## src/verilog/or1420CiPkg.sv

```systemverilog
`default_nettype none

package or1420CiPkg;

  // ****************************************
  // shared widths
  // ****************************************
  typedef logic [31:0] ciWord;      // operand or result.
  typedef logic [7:0]  ciNumber;    // custom instruction number.
  typedef logic [31:0] cycleCount;  // system clock cycles.

  typedef enum logic [1:0] {
    idle,
    waitTick,
    finish
  } delayState;

  // ****************************************
  // instruction numbers
  // ****************************************
  localparam ciNumber SwapByteId  = 8'd1;
  localparam ciNumber CpuFreqId   = 8'd4;
  localparam ciNumber DelayId     = 8'd6;
  localparam ciNumber GrayscaleId = 8'd9;

  // system clock edges between lock and reset release.
  localparam int ResetCycles = 16;

endpackage

`default_nettype wire

```

## src/verilog/ciBus.sv

```systemverilog
`timescale 1ns/1ps
`default_nettype none

interface ciBus;
  import or1420CiPkg::*;

  logic    start;  // one cycle issue strobe.
  ciNumber nId;
  ciWord   dataA;
  ciWord   dataB;

  modport unit (
    input start,
    input nId,
    input dataA,
    input dataB
  );

endinterface

`default_nettype wire

```

## src/verilog/resetSequencer.sv

```systemverilog
`timescale 1ns/1ps
`default_nettype none

module resetSequencer (
  input  logic s_systemClock,
  input  logic s_pllLocked,
  output logic systemReset,
  output logic peripheralResetN
);
  import or1420CiPkg::*;

  localparam int CountWidth = $clog2(ResetCycles) + 1;

  logic [CountWidth-1:0] resetCount;

  // saturates once the top bit is set.
  always_ff @(posedge s_systemClock or negedge s_pllLocked) begin
    if (!s_pllLocked) begin
      resetCount <= '0;
    end else if (!resetCount[CountWidth-1]) begin
      resetCount <= resetCount + 1'b1;
    end
  end

  assign peripheralResetN = resetCount[CountWidth-1];
  assign systemReset      = ~peripheralResetN;

  releaseHeld : assert property (@(posedge s_systemClock)
    $past(s_pllLocked) && s_pllLocked && $past(peripheralResetN) |-> peripheralResetN);

endmodule

`default_nettype wire

```

## src/verilog/referenceTickSync.sv

```systemverilog
`timescale 1ns/1ps
`default_nettype none

module referenceTickSync (
  input  logic s_systemClock,
  input  logic systemReset,
  input  logic referenceClock,
  output logic refTick
);

  // ****************************************
  // synchronizer and edge detect
  // ****************************************
  logic refMeta;
  logic refSync;
  logic refLast;

  always_ff @(posedge s_systemClock or posedge systemReset) begin
    if (systemReset) begin
      refMeta <= 1'b0;
      refSync <= 1'b0;
      refLast <= 1'b0;
      refTick <= 1'b0;
    end else begin
      refMeta <= referenceClock;  // may go metastable.
      refSync <= refMeta;
      refLast <= refSync;
      refTick <= refSync & ~refLast;  // one pulse per rising edge.
    end
  end

endmodule

`default_nettype wire

```

## src/verilog/swapByteCi.sv

```systemverilog
`timescale 1ns/1ps
`default_nettype none

module swapByteCi #(
  parameter or1420CiPkg::ciNumber CustomId = or1420CiPkg::SwapByteId
) (
  ciBus.unit                 ci,
  output logic               done,
  output or1420CiPkg::ciWord result
);
  import or1420CiPkg::*;

  ciWord swapped;

  assign done = ci.start && (ci.nId == CustomId);

  always_comb begin
    if (ci.dataB[0]) begin
      // swap within each half word.
      swapped = {ci.dataA[23:16], ci.dataA[31:24], ci.dataA[7:0], ci.dataA[15:8]};
    end else begin
      // full reversal, little to big endian.
      swapped = {ci.dataA[7:0], ci.dataA[15:8], ci.dataA[23:16], ci.dataA[31:24]};
    end
  end

  assign result = done ? swapped : '0;  // zero keeps the OR bus clean.

endmodule

`default_nettype wire

```

## src/verilog/grayscaleCi.sv

```systemverilog
`timescale 1ns/1ps
`default_nettype none

module grayscaleCi #(
  parameter or1420CiPkg::ciNumber CustomId = or1420CiPkg::GrayscaleId
) (
  ciBus.unit                 ci,
  output logic               done,
  output or1420CiPkg::ciWord result
);
  import or1420CiPkg::*;

  logic [7:0]  red;
  logic [7:0]  green;
  logic [7:0]  blue;
  logic [15:0] weightedSum;
  ciWord       grayWord;

  assign done = ci.start && (ci.nId == CustomId);

  // ****************************************
  // rgb565 widened by bit replication
  // ****************************************
  assign red   = {ci.dataA[15:11], ci.dataA[15:13]};
  assign green = {ci.dataA[10:5], ci.dataA[10:9]};
  assign blue  = {ci.dataA[4:0], ci.dataA[4:2]};

  // weights add up to 256, so no overflow.
  assign weightedSum = red * 16'd54 + green * 16'd183 + blue * 16'd19;

  assign grayWord = {24'd0, weightedSum[15:8]};
  assign result   = done ? grayWord : '0;

endmodule

`default_nettype wire

```

## src/verilog/cpuFreqCi.sv

```systemverilog
`timescale 1ns/1ps
`default_nettype none

module cpuFreqCi #(
  parameter or1420CiPkg::ciNumber CustomId    = or1420CiPkg::CpuFreqId,
  parameter int                   WindowTicks = 8
) (
  input  logic               s_systemClock,
  input  logic               systemReset,
  input  logic               refTick,
  ciBus.unit                 ci,
  output logic               done,
  output or1420CiPkg::ciWord result
);
  import or1420CiPkg::*;

  localparam int TickWidth = $clog2(WindowTicks + 1);

  logic [TickWidth-1:0] tickCount;
  logic                 windowEnd;
  cycleCount            cycleCounter;
  cycleCount            latchedCount;

  assign windowEnd = refTick && (tickCount == TickWidth'(WindowTicks - 1));

  // ****************************************
  // measurement window
  // ****************************************
  always_ff @(posedge s_systemClock or posedge systemReset) begin
    if (systemReset) begin
      tickCount    <= '0;
      cycleCounter <= '0;
      latchedCount <= '0;
    end else if (windowEnd) begin
      tickCount    <= '0;
      cycleCounter <= '0;
      latchedCount <= cycleCounter + 1'b1;  // this cycle counts too.
    end else begin
      cycleCounter <= cycleCounter + 1'b1;
      if (refTick) begin
        tickCount <= tickCount + 1'b1;
      end
    end
  end

  assign done   = ci.start && (ci.nId == CustomId);
  assign result = done ? latchedCount : '0;

endmodule

`default_nettype wire

```

## src/verilog/delayCi.sv

```systemverilog
`timescale 1ns/1ps
`default_nettype none

module delayCi #(
  parameter or1420CiPkg::ciNumber CustomId            = or1420CiPkg::DelayId,
  parameter int                   TicksPerMicrosecond = 12
) (
  input  logic               s_systemClock,
  input  logic               systemReset,
  input  logic               refTick,
  ciBus.unit                 ci,
  output logic               done,
  output or1420CiPkg::ciWord result
);
  import or1420CiPkg::*;

  localparam int TickWidth = $clog2(TicksPerMicrosecond + 1);

  delayState            state;
  logic                 startMatch;
  logic [TickWidth-1:0] tickCount;
  ciWord                microsecondsLeft;

  assign startMatch = ci.start && (ci.nId == CustomId);

  always_ff @(posedge s_systemClock or posedge systemReset) begin
    if (systemReset) begin
      state            <= idle;
      tickCount        <= '0;
      microsecondsLeft <= '0;
    end else begin
      case (state)
        idle: begin
          if (startMatch) begin
            tickCount        <= '0;
            microsecondsLeft <= ci.dataA;
            state            <= (ci.dataA == '0) ? finish : waitTick;
          end
        end
        waitTick: begin
          if (refTick) begin
            if (tickCount == TickWidth'(TicksPerMicrosecond - 1)) begin
              tickCount        <= '0;
              microsecondsLeft <= microsecondsLeft - 1'b1;
              if (microsecondsLeft == ciWord'(1)) state <= finish;
            end else begin
              tickCount <= tickCount + 1'b1;
            end
          end
        end
        default: state <= idle;  // finish lasts one cycle.
      endcase
    end
  end

  assign done   = (state == finish);
  assign result = '0;

  // the core stalls on this instruction, so no overlap is possible.
  noStartWhileBusy : assert property (@(posedge s_systemClock) disable iff (systemReset)
    startMatch |-> state == idle);

endmodule

`default_nettype wire

```

## src/verilog/or1420CiHub.sv

```systemverilog
`timescale 1ns/1ps
`default_nettype none

module or1420CiHub #(
  parameter or1420CiPkg::ciNumber SwapByteId  = or1420CiPkg::SwapByteId,
  parameter or1420CiPkg::ciNumber CpuFreqId   = or1420CiPkg::CpuFreqId,
  parameter or1420CiPkg::ciNumber DelayId     = or1420CiPkg::DelayId,
  parameter or1420CiPkg::ciNumber GrayscaleId = or1420CiPkg::GrayscaleId,
  parameter int FreqWindowTicks          = 8,
  parameter int DelayTicksPerMicrosecond = 12
) (
  input  logic                s_systemClock,
  input  logic                s_pllLocked,
  input  logic                referenceClock,
  input  logic                ciStart,
  input  or1420CiPkg::ciNumber ciN,
  input  or1420CiPkg::ciWord  ciDataA,
  input  or1420CiPkg::ciWord  ciDataB,
  output logic                ciDone,
  output or1420CiPkg::ciWord  ciResult,
  output logic                peripheralResetN
);
  import or1420CiPkg::*;

  logic  systemReset;
  logic  refTick;
  logic  swapByteDone, grayscaleDone, cpuFreqDone, delayDone;
  ciWord swapByteResult, grayscaleResult, cpuFreqResult, delayResult;

  // ****************************************
  // reset and reference tick
  // ****************************************
  resetSequencer resetSequencerInst (.s_systemClock, .s_pllLocked, .systemReset,
                                     .peripheralResetN);
  referenceTickSync referenceTickSyncInst (.s_systemClock, .systemReset, .referenceClock,
                                           .refTick);

  // ****************************************
  // instruction units
  // ****************************************
  ciBus ciIf ();
  assign ciIf.start = ciStart & peripheralResetN;  // starts ignored in reset.
  assign ciIf.nId   = ciN;
  assign ciIf.dataA = ciDataA;
  assign ciIf.dataB = ciDataB;

  swapByteCi #(.CustomId(SwapByteId)) swapByteInst (.ci(ciIf), .done(swapByteDone),
                                                    .result(swapByteResult));
  grayscaleCi #(.CustomId(GrayscaleId)) grayscaleInst (.ci(ciIf), .done(grayscaleDone),
                                                       .result(grayscaleResult));
  cpuFreqCi #(.CustomId(CpuFreqId), .WindowTicks(FreqWindowTicks)) cpuFreqInst (
    .s_systemClock, .systemReset, .refTick, .ci(ciIf), .done(cpuFreqDone),
    .result(cpuFreqResult));
  delayCi #(.CustomId(DelayId), .TicksPerMicrosecond(DelayTicksPerMicrosecond)) delayInst (
    .s_systemClock, .systemReset, .refTick, .ci(ciIf), .done(delayDone),
    .result(delayResult));

  // units drive zero when idle, so a plain OR merges them.
  assign ciDone   = swapByteDone | grayscaleDone | cpuFreqDone | delayDone;
  assign ciResult = swapByteResult | grayscaleResult | cpuFreqResult | delayResult;

  singleDone : assert property (@(posedge s_systemClock) disable iff (systemReset)
    $onehot0({swapByteDone, grayscaleDone, cpuFreqDone, delayDone}));

endmodule

`default_nettype wire

```

## config.mk

```make
export PLATFORM = sky130hd
export DESIGN_NAME = or1420CiHub
export DESIGN_NICKNAME = d
export VERILOG_FILES = /design/src/verilog/or1420CiPkg.sv /design/src/verilog/ciBus.sv /design/src/verilog/resetSequencer.sv /design/src/verilog/referenceTickSync.sv /design/src/verilog/swapByteCi.sv /design/src/verilog/grayscaleCi.sv /design/src/verilog/cpuFreqCi.sv /design/src/verilog/delayCi.sv /design/src/verilog/or1420CiHub.sv
export SDC_FILE = /design/constraint.sdc
export NUM_CORES = 1
export LEC_CHECK = 0
export ABC_AREA = 1
export BUFFER_PORTS_ARGS = -buffer_cell sky130_fd_sc_hd__buf_2
export CAP_MARGIN = 20
export CORE_MARGIN = 2
export CORE_UTILIZATION = 61
export CTS_CLUSTER_DIAMETER = 40
export DETAILED_ROUTE_END_ITERATION = 7
export PLACE_DENSITY = 0.82
export SLEW_MARGIN = 20
export SYNTH_ARGS = -nofsm -noshare
export SYNTH_HDL_FRONTEND = slang
export SYNTH_SLANG_ARGS = --single-unit
```

## constraint.sdc

```tcl
create_clock -name s_systemClock -period 9.05 [get_ports s_systemClock]
set_input_delay 1.81 -clock s_systemClock [delete_from_list [all_inputs] [get_ports s_systemClock]]
set_output_delay 1.81 -clock s_systemClock [all_outputs]
set_load 0.005 [all_outputs]
```

==> reports/results.ini <==
[setup_path]
cp-end-kind=output port
reg2reg_depth=8
crit_path_end=ciResult[0]
critPathMaxFanout=14
crit_path_start=ciDataA[10]
startpoint_type=input pin
critPathKind=input pin to output port
required_ns=7.24
r2r_start=delayInst.state[0]
r2r_slack_ns=6.41
reg2reg_to=delayInst.microsecondsLeft[12]
arrival_ns=6.69

[placed_design]
port_buffers=78
place_congestion=0.949
dpl.hpwl_mm=23.4
placed_area_mm2=0.0118
post-place-ws_ns=0.559

[clock_tree]
cts_tree=built
path_clk_slew_ns=0.05
cts_buffers=17
ctsHoldBuffers=0
clock_sinks=115
clk_path_buf_depth=2
cts-htree-levels=4
clk_latency_ns=0.42
post_cts_resized=0
root_buffer=clkbuf_16
postCtsSetupBuffers=0

[yosys]
synth_top_area_cell=dfrtp_1
yosysWarnings=0
syn-num-nets=1881
synthTopCellsByArea=dfrtp_1, nand2_1, fa_1
syn_avg_cell_area_um2=6.79
ys_seq_area_share_pct=25.7
synth_top_area_share_pct=25.7
synth_seq_cells=115
syn_area_mm2=0.0112
synth_cell_types=33
synthCells=1651

[pwr]
p_leak_nw=6.87
powerDensity_mw_per_mm2=333
ir_drop_v=0.000498

[route]
drt_pass1_iterations=8
routed_wl_mm=30.5
met1Wirelength_mm=13.1
wl_per_cell_um=15.6
maxUsedRoutingLayer=met4
wl_met3_mm=2.10
detail-route-antenna-nets=0
drc=0
viasPerCell=5.51
drt_iter0_markers=1070
wl_met2_mm=14.0
via_count=10769

[timing]
tns_ns=0
skew_ns=0.00890
setup_slack_ns=0.548
rsz0062_at_grt=false
fmax_ghz=0.118
fin_crit_ns=8.50
worst_pin_slew_ns=0.922
drv_slew=0
setup_violations=0
min_period_over_period_pct=93.9
hold_violations=0
max-slew-margin-rel_pct=38.5

[final_layout]
mostFrequentLayoutCell=nand2_1
nFillCells=1528
area_growth_pct=10.0
final_area_mm2=0.0123
drive_gt1_share_pct=7.42
nets=1944
layout_common_cells=nand2_1, inv_1, nor2_1

[worst_hold_path]
holdCritPathClass=flip-flop to flip-flop
min_path_cells=0

[global_route]
grtUsageTotal_pct=32.3
grt_pass1_wl_mm=50.3
antenna_found_initial=1
grt_max_degree=69
first_global_vias=10149
overflow=0

[floorplan]
start_util_pct=62.4
die_h_um=140
fp.coreArea_mm2=0.0180
die_area_mm2=0.0195
rows=49
io-pin-count=110
fp.dieW_um=140

[flow_run]
drv_cap=0

[status]
status=finished clean

worst max-delay path, stage by stage:
cell and delay [ns]:
buf_2 0.34, fa_1 0.48, inv_1 0.08, fa_1 0.41, inv_1 0.09, fa_1 0.45
fa_1 0.52, fa_1 0.60, inv_1 0.08, fa_1 0.53, inv_1 0.04, ha_1 0.31
nand2_1 0.11, inv_1 0.06, nand2_1 0.06, nand2_1 0.06, inv_1 0.05, nand2_1 0.06
or2_2 0.26, nand3_1 0.06, nand3_1 0.07, buf_2 0.13
state kept, by name (all words and copies together) (netlist names):
signal                         cells
cpuFreqInst.cycleCounter          32
cpuFreqInst.latchedCount          32
delayInst.microsecondsLeft        32
resetSequencerInst.resetCount      5
cpuFreqInst.tickCount              4
delayInst.tickCount                4
delayInst.state                    2
referenceTickSyncInst.refLast      1
referenceTickSyncInst.refMeta      1
referenceTickSyncInst.refSync      1
referenceTickSyncInst.refTick      1
layout make-up:
type / instances / area [µm²] / area share, %
repair buffers: 84 / 435 / 3.53
inverters: 302 / 1130 / 9.20
flip-flops and latches: 115 / 2880 / 23.4
clock inverters: 9 / 81.3 / 0.660
diodes: 1 / 2.50 / 0.0203
multi-input cells: 1194 / 7020 / 57.0
well taps: 229 / 287 / 2.32
clock buffers: 22 / 484 / 3.93
synth_stat cells:
master    instances
inv_1           298
o211ai_1         22
nand2_4           1
nor2_4            1
a31oi_1           2
ha_1             93
nand3_2           1
o21ai_1           3
nor3_4            1
nor2_1          180
nand3_1         121
o21ai_0          72
nand4_1          25
nor3_1           21
clkinv_1          1
a21oi_1          32
buf_4             1
xor2_1           21
o21bai_1          3
fa_1             61
and2_1            2
xnor2_1           7
nand3b_1         13
nand2_1         508
buf_6             1
dfrtp_1         115
nor2_8            1
nor2_2            2
buf_1             3
buf_2            15
or2_2             1
clkbuf_1         20
inv_2             3
report_power, final:
part           leakage (nW)  internal (mW)  switching (mW)
Sequential             1.50          0.637           0.131
Combinational          5.10          0.957            1.72
Clock                 0.274          0.403           0.252
Total                  6.87           2.00            2.10
kinds of logic (layout without fill, tap and decap cells):
logic type               count (synthesis)  count (layout)  share of synthesized area [%]
buffers and inverters                  342             417                           11.7
adder cells (fa/ha/maj)                154             154                           21.3
AND/OR/NAND/NOR                        878             878                           32.6
XOR/XNOR                                28              28                           2.19
other                                    0               1                              0
flip-flops                             115             115                           25.7
AO/OA/AOI/OAI                          134             134                           6.57
routing by layer:
layer,global-route usage [%],vias to the layer above
li1,-,5234
met1,43.7,4990
met2,51.7,445
met3,5.20,100
met4,14.1,0
met5,0,-
worst min-delay path by stage:
stage / endpoint / slack (ns) / startpoint
final: referenceTickSyncInst.refSync / 0.35 / referenceTickSyncInst.refMeta
after floorplan: referenceTickSyncInst.refSync / 0.33 / referenceTickSyncInst.refMeta
after detailed placement: referenceTickSyncInst.refSync / 0.34 / referenceTickSyncInst.refMeta
after global routing: referenceTickSyncInst.refSync / 0.36 / referenceTickSyncInst.refMeta
after global placement: referenceTickSyncInst.refSync / 0.33 / referenceTickSyncInst.refMeta
after CTS: referenceTickSyncInst.refSync / 0.35 / referenceTickSyncInst.refMeta
metrics by stage:
| stage | util (%) | hold WS, ns | cells | power [mW] |
|---|---|---|---|---|
| 3_3_place_gp | 65.5 | 0.332 | 1924 | 3.32 |
| 4_1_cts | 68.6 | 0.349 | 1955 | 4.08 |
| 5_1_grt | 68.6 | 0.359 | 1956 | 4.57 |
| 3_5_place_dp | 65.5 | 0.337 | 1924 | 3.40 |
| 6_report | 68.6 | 0.353 | 1956 | 4.10 |
| 2_1_floorplan | - | 0.331 | 1651 | 2.81 |
Power figures use the tool's default switching activity.
